==> src/smpc_pkg.sv <==
package smpc_pkg;

	typedef enum logic [7:0] {
		CMD_MSHON   = 8'h00,
		CMD_SSHON   = 8'h02,
		CMD_SSHOFF  = 8'h03,
		CMD_SNDON   = 8'h06,
		CMD_SNDOFF  = 8'h07,
		CMD_CDON    = 8'h08,
		CMD_CDOFF   = 8'h09,
		CMD_INTBACK = 8'h10,
		CMD_SETTIME = 8'h16,
		CMD_NMIREQ  = 8'h18,
		CMD_RESENAB = 8'h19,
		CMD_RESDISA = 8'h1A
	} smpc_cmd_e;

	// Settle delays in CE cycles
	localparam logic [9:0] WAIT_CMD     = 10'd90;
	localparam logic [9:0] WAIT_POWER   = 10'd120;
	localparam logic [9:0] WAIT_CD      = 10'd159;
	localparam logic [9:0] WAIT_INTBACK = 10'd800;
	localparam logic [9:0] WAIT_SETTIME = 10'd279;
	localparam logic [9:0] WAIT_MISC    = 10'd127;

	// Host registers sit on odd byte addresses
	localparam logic [6:0] ADDR_IREG0      = 7'h01;
	localparam logic [6:0] ADDR_COMREG     = 7'h1F;
	localparam logic [6:0] ADDR_OREG_FIRST = 7'h21;
	localparam logic [6:0] ADDR_OREG_LAST  = 7'h5F;
	localparam logic [6:0] ADDR_SR         = 7'h61;
	localparam logic [6:0] ADDR_SF         = 7'h63;

	localparam int OREG_AW = 5;
	localparam logic [OREG_AW-1:0] OREG_COMREG_IDX = 5'd31;

	typedef struct packed {
		logic [7:0] b0;
		logic [7:0] b1;
		logic [7:0] b2;
		logic [7:0] b3;
		logic [7:0] b4;
		logic [7:0] b5;
		logic [7:0] b6;
	} smpc_ireg_t;

	typedef struct packed {
		logic [7:0]  sec;
		logic [7:0]  min;
		logic [7:0]  hour;
		logic [7:0]  days;
		logic [3:0]  day;    // Weekday
		logic [3:0]  month;  // Binary 1..12
		logic [15:0] year;
	} smpc_time_t;

	typedef struct packed {
		logic               valid;
		logic [OREG_AW-1:0] addr;
		logic [7:0]         data;
	} oreg_wr_t;

	typedef struct packed {
		logic               valid;
		logic [OREG_AW-1:0] addr;
	} oreg_rd_t;

	typedef struct packed {
		logic mshres_n;
		logic mshnmi_n;
		logic sshres_n;
		logic sshnmi_n;
		logic sndres_n;
		logic cdres_n;
		logic mirq_n;
	} smpc_lines_t;

endpackage

==> src/smpc_host_regs.sv <==
`timescale 1ns/1ps

module smpc_host_regs (
	input  logic                 CLK,
	input  logic                 RST_N,
	input  logic [5:0]           a,
	input  logic [7:0]           di,
	input  logic                 cs_n,
	input  logic                 rw_n,
	input  logic [7:0]           sr,
	input  logic                 sf_clr,
	input  logic [7:0]           rd_data,
	input  logic                 rd_done,
	output smpc_pkg::smpc_ireg_t ireg,
	output smpc_pkg::smpc_cmd_e  comreg,
	output logic                 cmd_start,
	output smpc_pkg::oreg_rd_t   rd_req,
	output logic [7:0]           do_q
);

	localparam int AW = smpc_pkg::OREG_AW;
	localparam logic [5:0] OREG_BASE = smpc_pkg::ADDR_OREG_FIRST[6:1];

	logic       rw_n_old;
	logic       cs_n_old;
	logic       wr_stb;
	logic       rd_stb;
	logic       in_oreg;
	logic       sf;
	logic [6:0] byte_addr;

	assign byte_addr = {a, 1'b1};
	assign wr_stb    = !rw_n && rw_n_old && !cs_n;  // Falling RW_N under CS_N
	assign rd_stb    = !cs_n && cs_n_old && rw_n;
	assign in_oreg   = byte_addr >= smpc_pkg::ADDR_OREG_FIRST &&
	                   byte_addr <= smpc_pkg::ADDR_OREG_LAST;

	assign rd_req.valid = rd_stb && in_oreg;
	assign rd_req.addr  = AW'(a - OREG_BASE);  // Word index into output regs

	always_ff @(posedge CLK or negedge RST_N) begin
		if (!RST_N) begin
			rw_n_old  <= 1'b1;
			cs_n_old  <= 1'b1;
			cmd_start <= 1'b0;
			sf        <= 1'b0;
		end else begin
			rw_n_old  <= rw_n;
			cs_n_old  <= cs_n;
			cmd_start <= wr_stb && byte_addr == smpc_pkg::ADDR_COMREG;
			if (sf_clr)
				sf <= 1'b0;
			if (wr_stb && byte_addr == smpc_pkg::ADDR_SF && di[0])
				sf <= 1'b1;  // Host write wins over clear
		end
	end

	always_ff @(posedge CLK) begin
		if (wr_stb) begin
			case (byte_addr)
				smpc_pkg::ADDR_IREG0:          ireg.b0 <= di;
				smpc_pkg::ADDR_IREG0 + 7'd2:   ireg.b1 <= di;
				smpc_pkg::ADDR_IREG0 + 7'd4:   ireg.b2 <= di;
				smpc_pkg::ADDR_IREG0 + 7'd6:   ireg.b3 <= di;
				smpc_pkg::ADDR_IREG0 + 7'd8:   ireg.b4 <= di;
				smpc_pkg::ADDR_IREG0 + 7'd10:  ireg.b5 <= di;
				smpc_pkg::ADDR_IREG0 + 7'd12:  ireg.b6 <= di;
				smpc_pkg::ADDR_COMREG:         comreg <= smpc_pkg::smpc_cmd_e'(di);
				default: ;
			endcase
		end
	end

	// Output register data lands one cycle after the status registers
	always_ff @(posedge CLK) begin
		if (rd_done)
			do_q <= rd_data;
		else if (rd_stb && !in_oreg) begin
			case (byte_addr)
				smpc_pkg::ADDR_SR: do_q <= sr;
				smpc_pkg::ADDR_SF: do_q <= {7'b0000000, sf};
				default:           do_q <= 8'h00;
			endcase
		end
	end

	a_rd_single: assert property (@(posedge CLK) disable iff (!RST_N)
		rd_req.valid |=> rd_done && !rd_req.valid);

endmodule

==> src/smpc_cmd_seq.sv <==
`timescale 1ns/1ps

module smpc_cmd_seq (
	input  logic                  CLK,
	input  logic                  RST_N,
	input  logic                  CE,
	input  logic                  MRES_N,
	input  logic                  TIME_SET,
	input  logic [3:0]            ac,
	input  logic                  cmd_start,
	input  smpc_pkg::smpc_cmd_e   comreg,
	input  smpc_pkg::smpc_ireg_t  ireg,
	input  smpc_pkg::smpc_time_t  now,
	input  logic                  wr_grant,
	output smpc_pkg::oreg_wr_t    wr_req,
	output logic                  time_load,
	output logic                  sf_clr,
	output logic [7:0]            sr,
	output smpc_pkg::smpc_lines_t lines
);

	typedef enum logic [2:0] {
		ST_IDLE,
		ST_WAIT,
		ST_COMMAND,
		ST_EXEC,
		ST_INTBACK_DUMP,
		ST_END
	} state_e;

	localparam logic [smpc_pkg::OREG_AW-1:0] LAST_STATUS_SLOT = 5'd15;

	state_e                      state;
	state_e                      next_st;
	logic [9:0]                  wait_cnt;
	logic [smpc_pkg::OREG_AW-1:0] oreg_cnt;
	logic                        cmd_pend;
	logic                        resd;
	logic                        ste;
	logic                        stall;
	logic                        intback_ok;
	logic                        step;
	logic [7:0]                  dump_data;

	assign stall      = wr_req.valid && !wr_grant;  // Host read holds us one cycle
	assign step       = CE && !stall && MRES_N;
	assign intback_ok = ireg.b0[0] && ireg.b2 == 8'hF0;
	assign time_load  = step && state == ST_EXEC && comreg == smpc_pkg::CMD_SETTIME;
	assign sf_clr     = step && state == ST_END;

	always_comb begin
		case (oreg_cnt)
			5'd0:                      dump_data = {ste, resd, 6'b000000};
			5'd1:                      dump_data = now.year[15:8];
			5'd2:                      dump_data = now.year[7:0];
			5'd3:                      dump_data = {now.day, now.month};
			5'd4:                      dump_data = now.days;
			5'd5:                      dump_data = now.hour;
			5'd6:                      dump_data = now.min;
			5'd7:                      dump_data = now.sec;
			5'd9:                      dump_data = {4'b0000, ac};
			5'd10:                     dump_data = {1'b0, ~lines};  // Active-high line state
			smpc_pkg::OREG_COMREG_IDX: dump_data = comreg;
			default:                   dump_data = 8'h00;
		endcase
	end

	always_ff @(posedge CLK or negedge RST_N) begin
		if (!RST_N) begin
			state        <= ST_IDLE;
			next_st      <= ST_IDLE;
			wait_cnt     <= '0;
			oreg_cnt     <= '0;
			cmd_pend     <= 1'b0;
			resd         <= 1'b1;
			ste          <= 1'b0;
			sr           <= 8'h00;
			wr_req       <= '0;
			lines        <= '0;
			lines.mirq_n <= 1'b1;
		end else begin
			if (wr_grant)
				wr_req.valid <= 1'b0;
			if (!MRES_N) begin
				lines <= '{mshres_n: 1'b1, mshnmi_n: 1'b1, sshres_n: 1'b0, sshnmi_n: 1'b1,
				           sndres_n: 1'b0, cdres_n: 1'b1, mirq_n: 1'b1};
				sr    <= 8'h00;
				resd  <= 1'b1;
				ste   <= TIME_SET;
				state <= ST_IDLE;
			end else if (step) begin
				case (state)
					ST_IDLE: begin
						lines.mirq_n <= 1'b1;
						if (cmd_pend) begin
							cmd_pend <= 1'b0;
							wait_cnt <= smpc_pkg::WAIT_CMD;
							next_st  <= ST_COMMAND;
							state    <= ST_WAIT;
						end
					end
					ST_WAIT: begin
						if (wait_cnt != 10'd0)
							wait_cnt <= wait_cnt - 10'd1;
						else
							state <= next_st;
					end
					ST_COMMAND: begin
						oreg_cnt <= '0;
						next_st  <= ST_EXEC;
						state    <= ST_WAIT;
						case (comreg)
							smpc_pkg::CMD_MSHON, smpc_pkg::CMD_SSHON, smpc_pkg::CMD_SSHOFF,
							smpc_pkg::CMD_SNDON, smpc_pkg::CMD_SNDOFF:
								wait_cnt <= smpc_pkg::WAIT_POWER;
							smpc_pkg::CMD_CDON, smpc_pkg::CMD_CDOFF:
								wait_cnt <= smpc_pkg::WAIT_CD;
							smpc_pkg::CMD_SETTIME:
								wait_cnt <= smpc_pkg::WAIT_SETTIME;
							smpc_pkg::CMD_NMIREQ, smpc_pkg::CMD_RESENAB, smpc_pkg::CMD_RESDISA:
								wait_cnt <= smpc_pkg::WAIT_MISC;
							smpc_pkg::CMD_INTBACK: begin
								if (intback_ok) begin
									wait_cnt <= smpc_pkg::WAIT_INTBACK;
									next_st  <= ST_INTBACK_DUMP;
								end else
									state <= ST_END;  // Nothing written
							end
							default: state <= ST_END;
						endcase
					end
					ST_EXEC: begin
						wr_req <= '{valid: 1'b1, addr: smpc_pkg::OREG_COMREG_IDX, data: comreg};
						state  <= ST_END;
						case (comreg)
							smpc_pkg::CMD_MSHON: begin
								lines.mshres_n <= 1'b1;
								lines.mshnmi_n <= 1'b1;
							end
							smpc_pkg::CMD_SSHON: begin
								lines.sshres_n <= 1'b1;
								lines.sshnmi_n <= 1'b1;
							end
							smpc_pkg::CMD_SSHOFF: begin
								lines.sshres_n <= 1'b0;
								lines.sshnmi_n <= 1'b1;
							end
							smpc_pkg::CMD_SNDON:   lines.sndres_n <= 1'b1;
							smpc_pkg::CMD_SNDOFF:  lines.sndres_n <= 1'b0;
							smpc_pkg::CMD_CDON:    lines.cdres_n <= 1'b1;
							smpc_pkg::CMD_CDOFF:   lines.cdres_n <= 1'b0;
							smpc_pkg::CMD_SETTIME: ste <= 1'b1;
							smpc_pkg::CMD_NMIREQ:  lines.mshnmi_n <= 1'b0;  // Released in end
							smpc_pkg::CMD_RESENAB: resd <= 1'b0;
							smpc_pkg::CMD_RESDISA: resd <= 1'b1;
							default: ;
						endcase
					end
					ST_INTBACK_DUMP: begin
						wr_req <= '{valid: 1'b1, addr: oreg_cnt, data: dump_data};
						if (oreg_cnt == smpc_pkg::OREG_COMREG_IDX) begin
							sr           <= 8'h4F;
							lines.mirq_n <= 1'b0;
							state        <= ST_END;
						end else if (oreg_cnt == LAST_STATUS_SLOT)
							oreg_cnt <= smpc_pkg::OREG_COMREG_IDX;
						else
							oreg_cnt <= oreg_cnt + 1'b1;
					end
					ST_END: begin
						if (comreg == smpc_pkg::CMD_NMIREQ)
							lines.mshnmi_n <= 1'b1;
						state <= ST_IDLE;
					end
					default: state <= ST_IDLE;
				endcase
			end
			if (cmd_start)
				cmd_pend <= 1'b1;
		end
	end

	a_state_legal: assert property (@(posedge CLK) disable iff (!RST_N)
		state inside {ST_IDLE, ST_WAIT, ST_COMMAND, ST_EXEC, ST_INTBACK_DUMP, ST_END});

	a_wr_hold: assert property (@(posedge CLK) disable iff (!RST_N)
		wr_req.valid && !wr_grant |=> $stable(wr_req));

endmodule

==> src/smpc_rtc.sv <==
`timescale 1ns/1ps

module smpc_rtc #(
	parameter int SEC_DIV = 4000000
) (
	input  logic                 CLK,
	input  logic                 RST_N,
	input  logic                 CE,
	input  logic                 time_load,
	input  smpc_pkg::smpc_ireg_t ireg,
	output smpc_pkg::smpc_time_t now
);

	localparam int DW = $clog2(SEC_DIV);

	logic [DW-1:0] div_cnt;
	logic          sec_tick;
	logic          min_c;
	logic          hour_c;
	logic          day_c;
	logic          month_c;
	logic          year_c;
	logic [7:0]    month_last;

	function automatic logic [7:0] bcd_inc(input logic [7:0] v);
		return (v[3:0] == 4'd9) ? {v[7:4] + 4'd1, 4'd0} : v + 8'd1;
	endfunction

	always_comb begin
		case (now.month)
			4'd2:                      month_last = 8'h28;  // No leap years
			4'd4, 4'd6, 4'd9, 4'd11:   month_last = 8'h30;
			default:                   month_last = 8'h31;
		endcase
	end

	assign sec_tick = CE && div_cnt == DW'(SEC_DIV - 1);
	assign min_c    = sec_tick && now.sec == 8'h59;
	assign hour_c   = min_c && now.min == 8'h59;
	assign day_c    = hour_c && now.hour == 8'h23;
	assign month_c  = day_c && now.days == month_last;
	assign year_c   = month_c && now.month == 4'd12;

	always_ff @(posedge CLK or negedge RST_N) begin
		if (!RST_N) begin
			div_cnt <= '0;
			now     <= '{sec: 8'h00, min: 8'h00, hour: 8'h00, days: 8'h01,
			             day: 4'd0, month: 4'd1, year: 16'h2024};
		end else if (time_load) begin
			now <= '{sec: ireg.b6, min: ireg.b5, hour: ireg.b4, days: ireg.b3,
			         day: ireg.b2[7:4], month: ireg.b2[3:0], year: {ireg.b0, ireg.b1}};
		end else if (CE) begin
			div_cnt <= sec_tick ? '0 : div_cnt + 1'b1;
			if (sec_tick)
				now.sec <= min_c ? 8'h00 : bcd_inc(now.sec);
			if (min_c)
				now.min <= hour_c ? 8'h00 : bcd_inc(now.min);
			if (hour_c)
				now.hour <= day_c ? 8'h00 : bcd_inc(now.hour);
			if (day_c) begin
				now.days <= month_c ? 8'h01 : bcd_inc(now.days);
				now.day  <= (now.day == 4'd6) ? 4'd0 : now.day + 4'd1;
			end
			if (month_c)
				now.month <= year_c ? 4'd1 : now.month + 4'd1;
			if (year_c) begin
				if (now.year[7:0] == 8'h99)
					now.year <= {bcd_inc(now.year[15:8]), 8'h00};
				else
					now.year[7:0] <= bcd_inc(now.year[7:0]);
			end
		end
	end

	a_sec_bcd: assert property (@(posedge CLK) disable iff (!RST_N)
		now.sec[3:0] <= 4'd9 && now.sec < 8'h60);

endmodule

==> src/smpc_oreg_arb.sv <==
`timescale 1ns/1ps

module smpc_oreg_arb (
	input  logic               CLK,
	input  logic               RST_N,
	input  smpc_pkg::oreg_rd_t rd_req,
	input  smpc_pkg::oreg_wr_t wr_req,
	output logic [7:0]         rd_data,
	output logic               rd_done,
	output logic               wr_grant
);

	localparam int AW = smpc_pkg::OREG_AW;

	logic [7:0]    mem [2**AW];
	logic [AW-1:0] port_addr;

	// Host read has priority over the write
	assign wr_grant  = wr_req.valid && !rd_req.valid;
	assign port_addr = rd_req.valid ? rd_req.addr : wr_req.addr;

	always_ff @(posedge CLK) begin
		if (rd_req.valid)
			rd_data <= mem[port_addr];
		else if (wr_grant)
			mem[port_addr] <= wr_req.data;
	end

	always_ff @(posedge CLK or negedge RST_N) begin
		if (!RST_N)
			rd_done <= 1'b0;
		else
			rd_done <= rd_req.valid;
	end

	// A write blocked by a read goes through on the next cycle
	a_one_port: assert property (@(posedge CLK) disable iff (!RST_N)
		wr_req.valid && rd_req.valid |=> wr_grant);

endmodule

==> src/smpc_top.sv <==
`timescale 1ns/1ps

module smpc_top #(
	parameter int SEC_DIV = 4000000
) (
	input  logic                  CLK,
	input  logic                  RST_N,
	input  logic                  CE,
	input  logic                  MRES_N,
	input  logic                  TIME_SET,
	input  logic [3:0]            ac,
	input  logic [5:0]            a,
	input  logic [7:0]            di,
	input  logic                  cs_n,
	input  logic                  rw_n,
	output logic [7:0]            do_q,
	output smpc_pkg::smpc_lines_t lines
);

	smpc_pkg::smpc_ireg_t ireg;
	smpc_pkg::smpc_cmd_e  comreg;
	smpc_pkg::smpc_time_t now;
	smpc_pkg::oreg_rd_t   rd_req;
	smpc_pkg::oreg_wr_t   wr_req;
	logic                 cmd_start;
	logic                 sf_clr;
	logic                 time_load;
	logic                 rd_done;
	logic                 wr_grant;
	logic [7:0]           rd_data;
	logic [7:0]           sr;

	smpc_host_regs u_host (
		.CLK(CLK), .RST_N(RST_N), .a(a), .di(di), .cs_n(cs_n), .rw_n(rw_n),
		.sr(sr), .sf_clr(sf_clr), .rd_data(rd_data), .rd_done(rd_done),
		.ireg(ireg), .comreg(comreg), .cmd_start(cmd_start), .rd_req(rd_req), .do_q(do_q)
	);

	smpc_cmd_seq u_seq (
		.CLK(CLK), .RST_N(RST_N), .CE(CE), .MRES_N(MRES_N), .TIME_SET(TIME_SET),
		.ac(ac), .cmd_start(cmd_start), .comreg(comreg), .ireg(ireg), .now(now),
		.wr_grant(wr_grant), .wr_req(wr_req), .time_load(time_load), .sf_clr(sf_clr),
		.sr(sr), .lines(lines)
	);

	smpc_rtc #(.SEC_DIV(SEC_DIV)) u_rtc (
		.CLK(CLK), .RST_N(RST_N), .CE(CE), .time_load(time_load), .ireg(ireg), .now(now)
	);

	smpc_oreg_arb u_arb (
		.CLK(CLK), .RST_N(RST_N), .rd_req(rd_req), .wr_req(wr_req),
		.rd_data(rd_data), .rd_done(rd_done), .wr_grant(wr_grant)
	);

endmodule

==> config.mk <==
export PLATFORM = sky130hd
export DESIGN_NAME = smpc_top
export DESIGN_NICKNAME = d
export VERILOG_FILES = /design/src/smpc_pkg.sv /design/src/smpc_host_regs.sv /design/src/smpc_cmd_seq.sv /design/src/smpc_rtc.sv /design/src/smpc_oreg_arb.sv /design/src/smpc_top.sv
export SDC_FILE = /design/constraint.sdc
export NUM_CORES = 1
export LEC_CHECK = 0
export BUFFER_PORTS_ARGS = -buffer_cell sky130_fd_sc_hd__clkbuf_2
export CAP_MARGIN = 40
export CORE_ASPECT_RATIO = 0.5
export CORE_MARGIN = 5
export CORE_UTILIZATION = 49
export DETAILED_ROUTE_END_ITERATION = 8
export HOLD_SLACK_MARGIN = 0.05
export PLACE_DENSITY_LB_ADDON = 0.3
export SLEW_MARGIN = 5
export SYNTH_ARGS = -nofsm -noshare
export SYNTH_HDL_FRONTEND = slang
export SYNTH_SLANG_ARGS = --single-unit
==> constraint.sdc <==
create_clock -name CLK -period 3.2 [get_ports CLK]
set_input_delay 0.48 -clock CLK [delete_from_list [all_inputs] [get_ports CLK]]
set_output_delay 0.48 -clock CLK [all_outputs]
set_load 0.02 [all_outputs]
==> impl_metrics.yaml <==
worst_setup_path:
  setup.worst_path.class: "input pin to flip-flop"
  cp-end-kind: "flip-flop"
  path_common_cell: "buf_4"
  crit_slowest_cell: "dlygate4sd3_1"
  path_max_fanout: 17
  max_stage_delay_ns: 0.53
  crit_chain: "dlygate4sd3_1 -> clkbuf_2 -> nand4b_4 -> mux2i_4 -> buf_12 -> buf_4 -> buf_4 -> mux2i_1 -> o22ai_1 -> nor4_1 -> nand2_1"
  crit_path_start_kind: "input pin"
  ff2ff_setup_slack_ns: 0.35
  required_ns: 3.51
  crit_arrival_ns: 3.26
yosys:
  synth_seq_area_share: 0.616
  synth_edf_count: 336
  synth_mux_area_frac: 0.0797
  ys_types: 87
  synth-compound-area-share: 0.108
  synth_top_family_by_area: "simple AND/OR/NAND/NOR gates"
  yosysMostFrequentCell: "edfxtp_1"
  synth_seq_cells: 465
  synth_flop_cell: "edfxtp_1"
  synth_top_area_frac: 0.466
  synth_xor_xnor_area_share: 0.0129
  synth_cells: 1757
  synth_area_leader_cell: "edfxtp_1"
  ys_warn_count: 0
  synth.area.top_cells: "edfxtp_1 (47%), dfrtp_1 (14%), mux2i_1 (7.4%)"
  syn_avg_cell_area_sq_um: 12.3
  synth_area_sq_mm: 0.0216
  synth_nets: 1816
  async_flop_share: 0.277
  synth_fa_ha_area_frac: 0.0197
  synth_simple_gate_area_frac: 0.136
  synthTopCellsByCount: "edfxtp_1 (336), mux2i_1 (161), nand2_1 (134)"
floorplanning:
  core_area_sq_mm: 0.0436
  fp.dieW_um: 307
  io_pins: 40
  fp-row-count: 54
  initial_core_util: 0.497
  dieArea_sq_mm: 0.0487
  die_height_um: 159
final_layout:
  diodes: 0
  drive_above_1_share: 0.159
  synthToLayoutAreaGrowth_pct: 14.9
  layoutNonFillerInstCount: 2505
  fillers: 3538
  final_nets: 1942
power_and_ir_drop:
  fin_total_pwr_mw: 12.8
  swShare: 0.226
  clkPwrFrac: 0.414
  internal_power_mw: 9.88
  p_sw_mw: 2.88
  vdd_drop_max_mv: 0.386
  cellLeakagePower_nw: 9.75
  power_frac_seq: 0.525
  power.density_mw_per_mm2: 513
  combPwrFrac: 0.061
grt:
  grt_first_pass_wirelength_um: 90100
  antenna_found_initial: 2
  grtUsageTotal: 0.242
  grt_max_degree: 70
  grt_pass1_vias: 14682
  grt.overflow.total: 0
clocking:
  cts_tree: "built"
  cts_root_buf: "clkbuf_16"
  clock_latency_ns: 0.56
  cts_sinks: 465
  post_cts_buffers: 0
  htree_levels: 2
  clock_path_buffers: 3
  numCtsBuffers: 43
  clk_pin_slew_ns: 0.07
worst_hold_path:
  hold_path.class: "input pin to flip-flop"
detailed_routing:
  wire_per_inst_um: 23.4
  drtAntennaViolNets: 0
  num_vias: 15242
  dr.first_iter.drc_count: 1620
  drt_pass1_iterations: 5
  drc: 0
  routed_wl_um: 58700
  via_per_inst: 6.08
timing:
  rsz0062_at_grt: "no"
  clock_skew_ns: 0.0221
  hold_ws_ns: 0.178
  slew_viol_final: 0
  max_slew.worst_pin.slew_ns: 0.857
  hold_viol: 0
  finalSetupViolations: 0
  setup-tns-final_ns: 0
  min_period_ns: 2.96
  relSlewSlack: 0.426
  achievable-frequency_mhz: 338
  finalCritPeriodShare: 0.924
  setup_ws_ns: 0.245
placement:
  io_buffers: 39
  place_inst: 2423
  dp_hpwl_um: 41500
  dpl_worst_slack_ns: -0.0502
  gp_congestion: 0.934
status:
  status: "finished clean"
flow_run:
  maxCapViolCount: 0
[metal layers]
layer  share of wire  wire length, um  global-route usage
met3           0.090             5270              0.0546
met2            0.46            26800               0.387
met4           0.035             2060              0.0782
met5         0.00041               24                   0
met1            0.42            24500               0.333
[final timing paths]
check	depth (start not counted)	endpoint	start
max	11	u_arb.rd_data[6]	cs_n
min in group asynchronous	2	u_rtc.now[15]	RST_N
max in group asynchronous	3	u_host.cmd_start	RST_N
min	3	u_seq.ste	TIME_SET
min reg2reg	2	u_rtc.now[15]	u_host.ireg[55]
max reg2reg	9	u_arb.rd_data[6]	u_host.cs_n_old
[what timing repair did]
item / CTS / global route
setup endpoints to repair: 0 / 0
hold buffers: 3 / 0
resized for setup: 0 / 0
hold endpoints to repair: 37 / 0
[sequential cells by signal, summed over array words and instances, names as in the netlist]
register          cells
u_host.cmd_start      1
u_host.do_q           8
u_seq.lines           7
u_seq.cmd_pend        1
u_host.rw_n_old       1
u_seq.sr              1
u_seq.wait_cnt       10
u_seq.ste             1
u_arb.mem           256
u_seq.next_st         3
u_host.ireg          56
u_host.cs_n_old       1
u_host.comreg         8
u_seq.wr_req         14
u_rtc.div_cnt        22
u_seq.oreg_cnt        5
u_seq.state           3
u_rtc.now            56
u_seq.resd            1
u_arb.rd_done         1
u_host.sf             1
u_arb.rd_data         8
[cell usage in the layout, fill, tap and decap left out, types with 9 or more instances in the layout]
| cell type | netlist | final |
|---|---|---|
| edfxtp_1 | 336 | 336 |
| mux2i_1 | 161 | 160 |
| nand2_1 | 134 | 134 |
| nor2_1 | 128 | 128 |
| buf_4 | 5 | 126 |
| dfrtp_1 | 120 | 120 |
| o21ai_0 | 85 | 85 |
| o22ai_1 | 71 | 71 |
| a21oi_1 | 61 | 61 |
| nand3_1 | 45 | 45 |
| clkbuf_16 | 0 | 44 |
| inv_1 | 42 | 42 |
| clkbuf_2 | 5 | 38 |
| nor4_1 | 36 | 36 |
| ha_1 | 34 | 34 |
| nor3_1 | 31 | 30 |
| nand2b_1 | 26 | 26 |
| a31oi_1 | 24 | 24 |
| xnor2_1 | 24 | 24 |
| nand4_1 | 21 | 21 |
| and3_1 | 15 | 15 |
| a22oi_1 | 14 | 14 |
| and2_1 | 13 | 13 |
| nor3b_1 | 11 | 11 |
| or2_2 | 11 | 11 |
| a221oi_1 | 11 | 11 |
| clkbuf_1 | 57 | 11 |
| mux2_2 | 10 | 10 |
| nand3b_1 | 9 | 9 |
| nor2b_1 | 9 | 9 |
| o21a_1 | 9 | 9 |
| dfstp_2 | 9 | 9 |
[power groups by stage]
stage	sequential, mW	combinational (mW)	clock (mW)
after floorplan	6.79	0.410	0
after global placement	6.85	0.691	0
after detailed placement	6.82	0.771	0
after CTS	6.69	0.776	5.34
after global routing	6.70	0.842	5.65
final	6.70	0.780	5.29
[cell type report]
cell class              count  area (sq um)  share of cell area
well taps                 588           736              0.0296
flip-flops and latches    465         13300               0.536
clock inverters            19           220             0.00885
repair buffers            183          1510              0.0605
multi-input cells        1148          7710               0.310
clock buffers              60          1210              0.0487
inverters                  42           158             0.00634
[cells by family after synthesis]
logic type | count (synthesis)
AND/OR/NAND/NOR | 549
flip-flops | 465
AO/OA/AOI/OAI | 363
multiplexers | 171
buffers and inverters | 144
adder cells (fa/ha/maj) | 34
XOR/XNOR | 31
[stage by stage]
| step | instance area [sq um] | utilization |
|---|---|---|
| final | 24900 | 0.571 |
| after detailed placement | 23400 | 0.537 |
| after CTS | 24900 | 0.571 |
| after global placement | 23200 | 0.533 |
| after global routing | 24900 | 0.571 |
| after floorplan | 21600 | - |
[critical path, delay by kind of cell]
kind            cells  cell delay, ns
compound gates      1            0.15
buf+inv             5            1.27
mux                 2            0.51
simple gates        3            0.82
No activity file was read; power rests on OpenSTA's default activity.
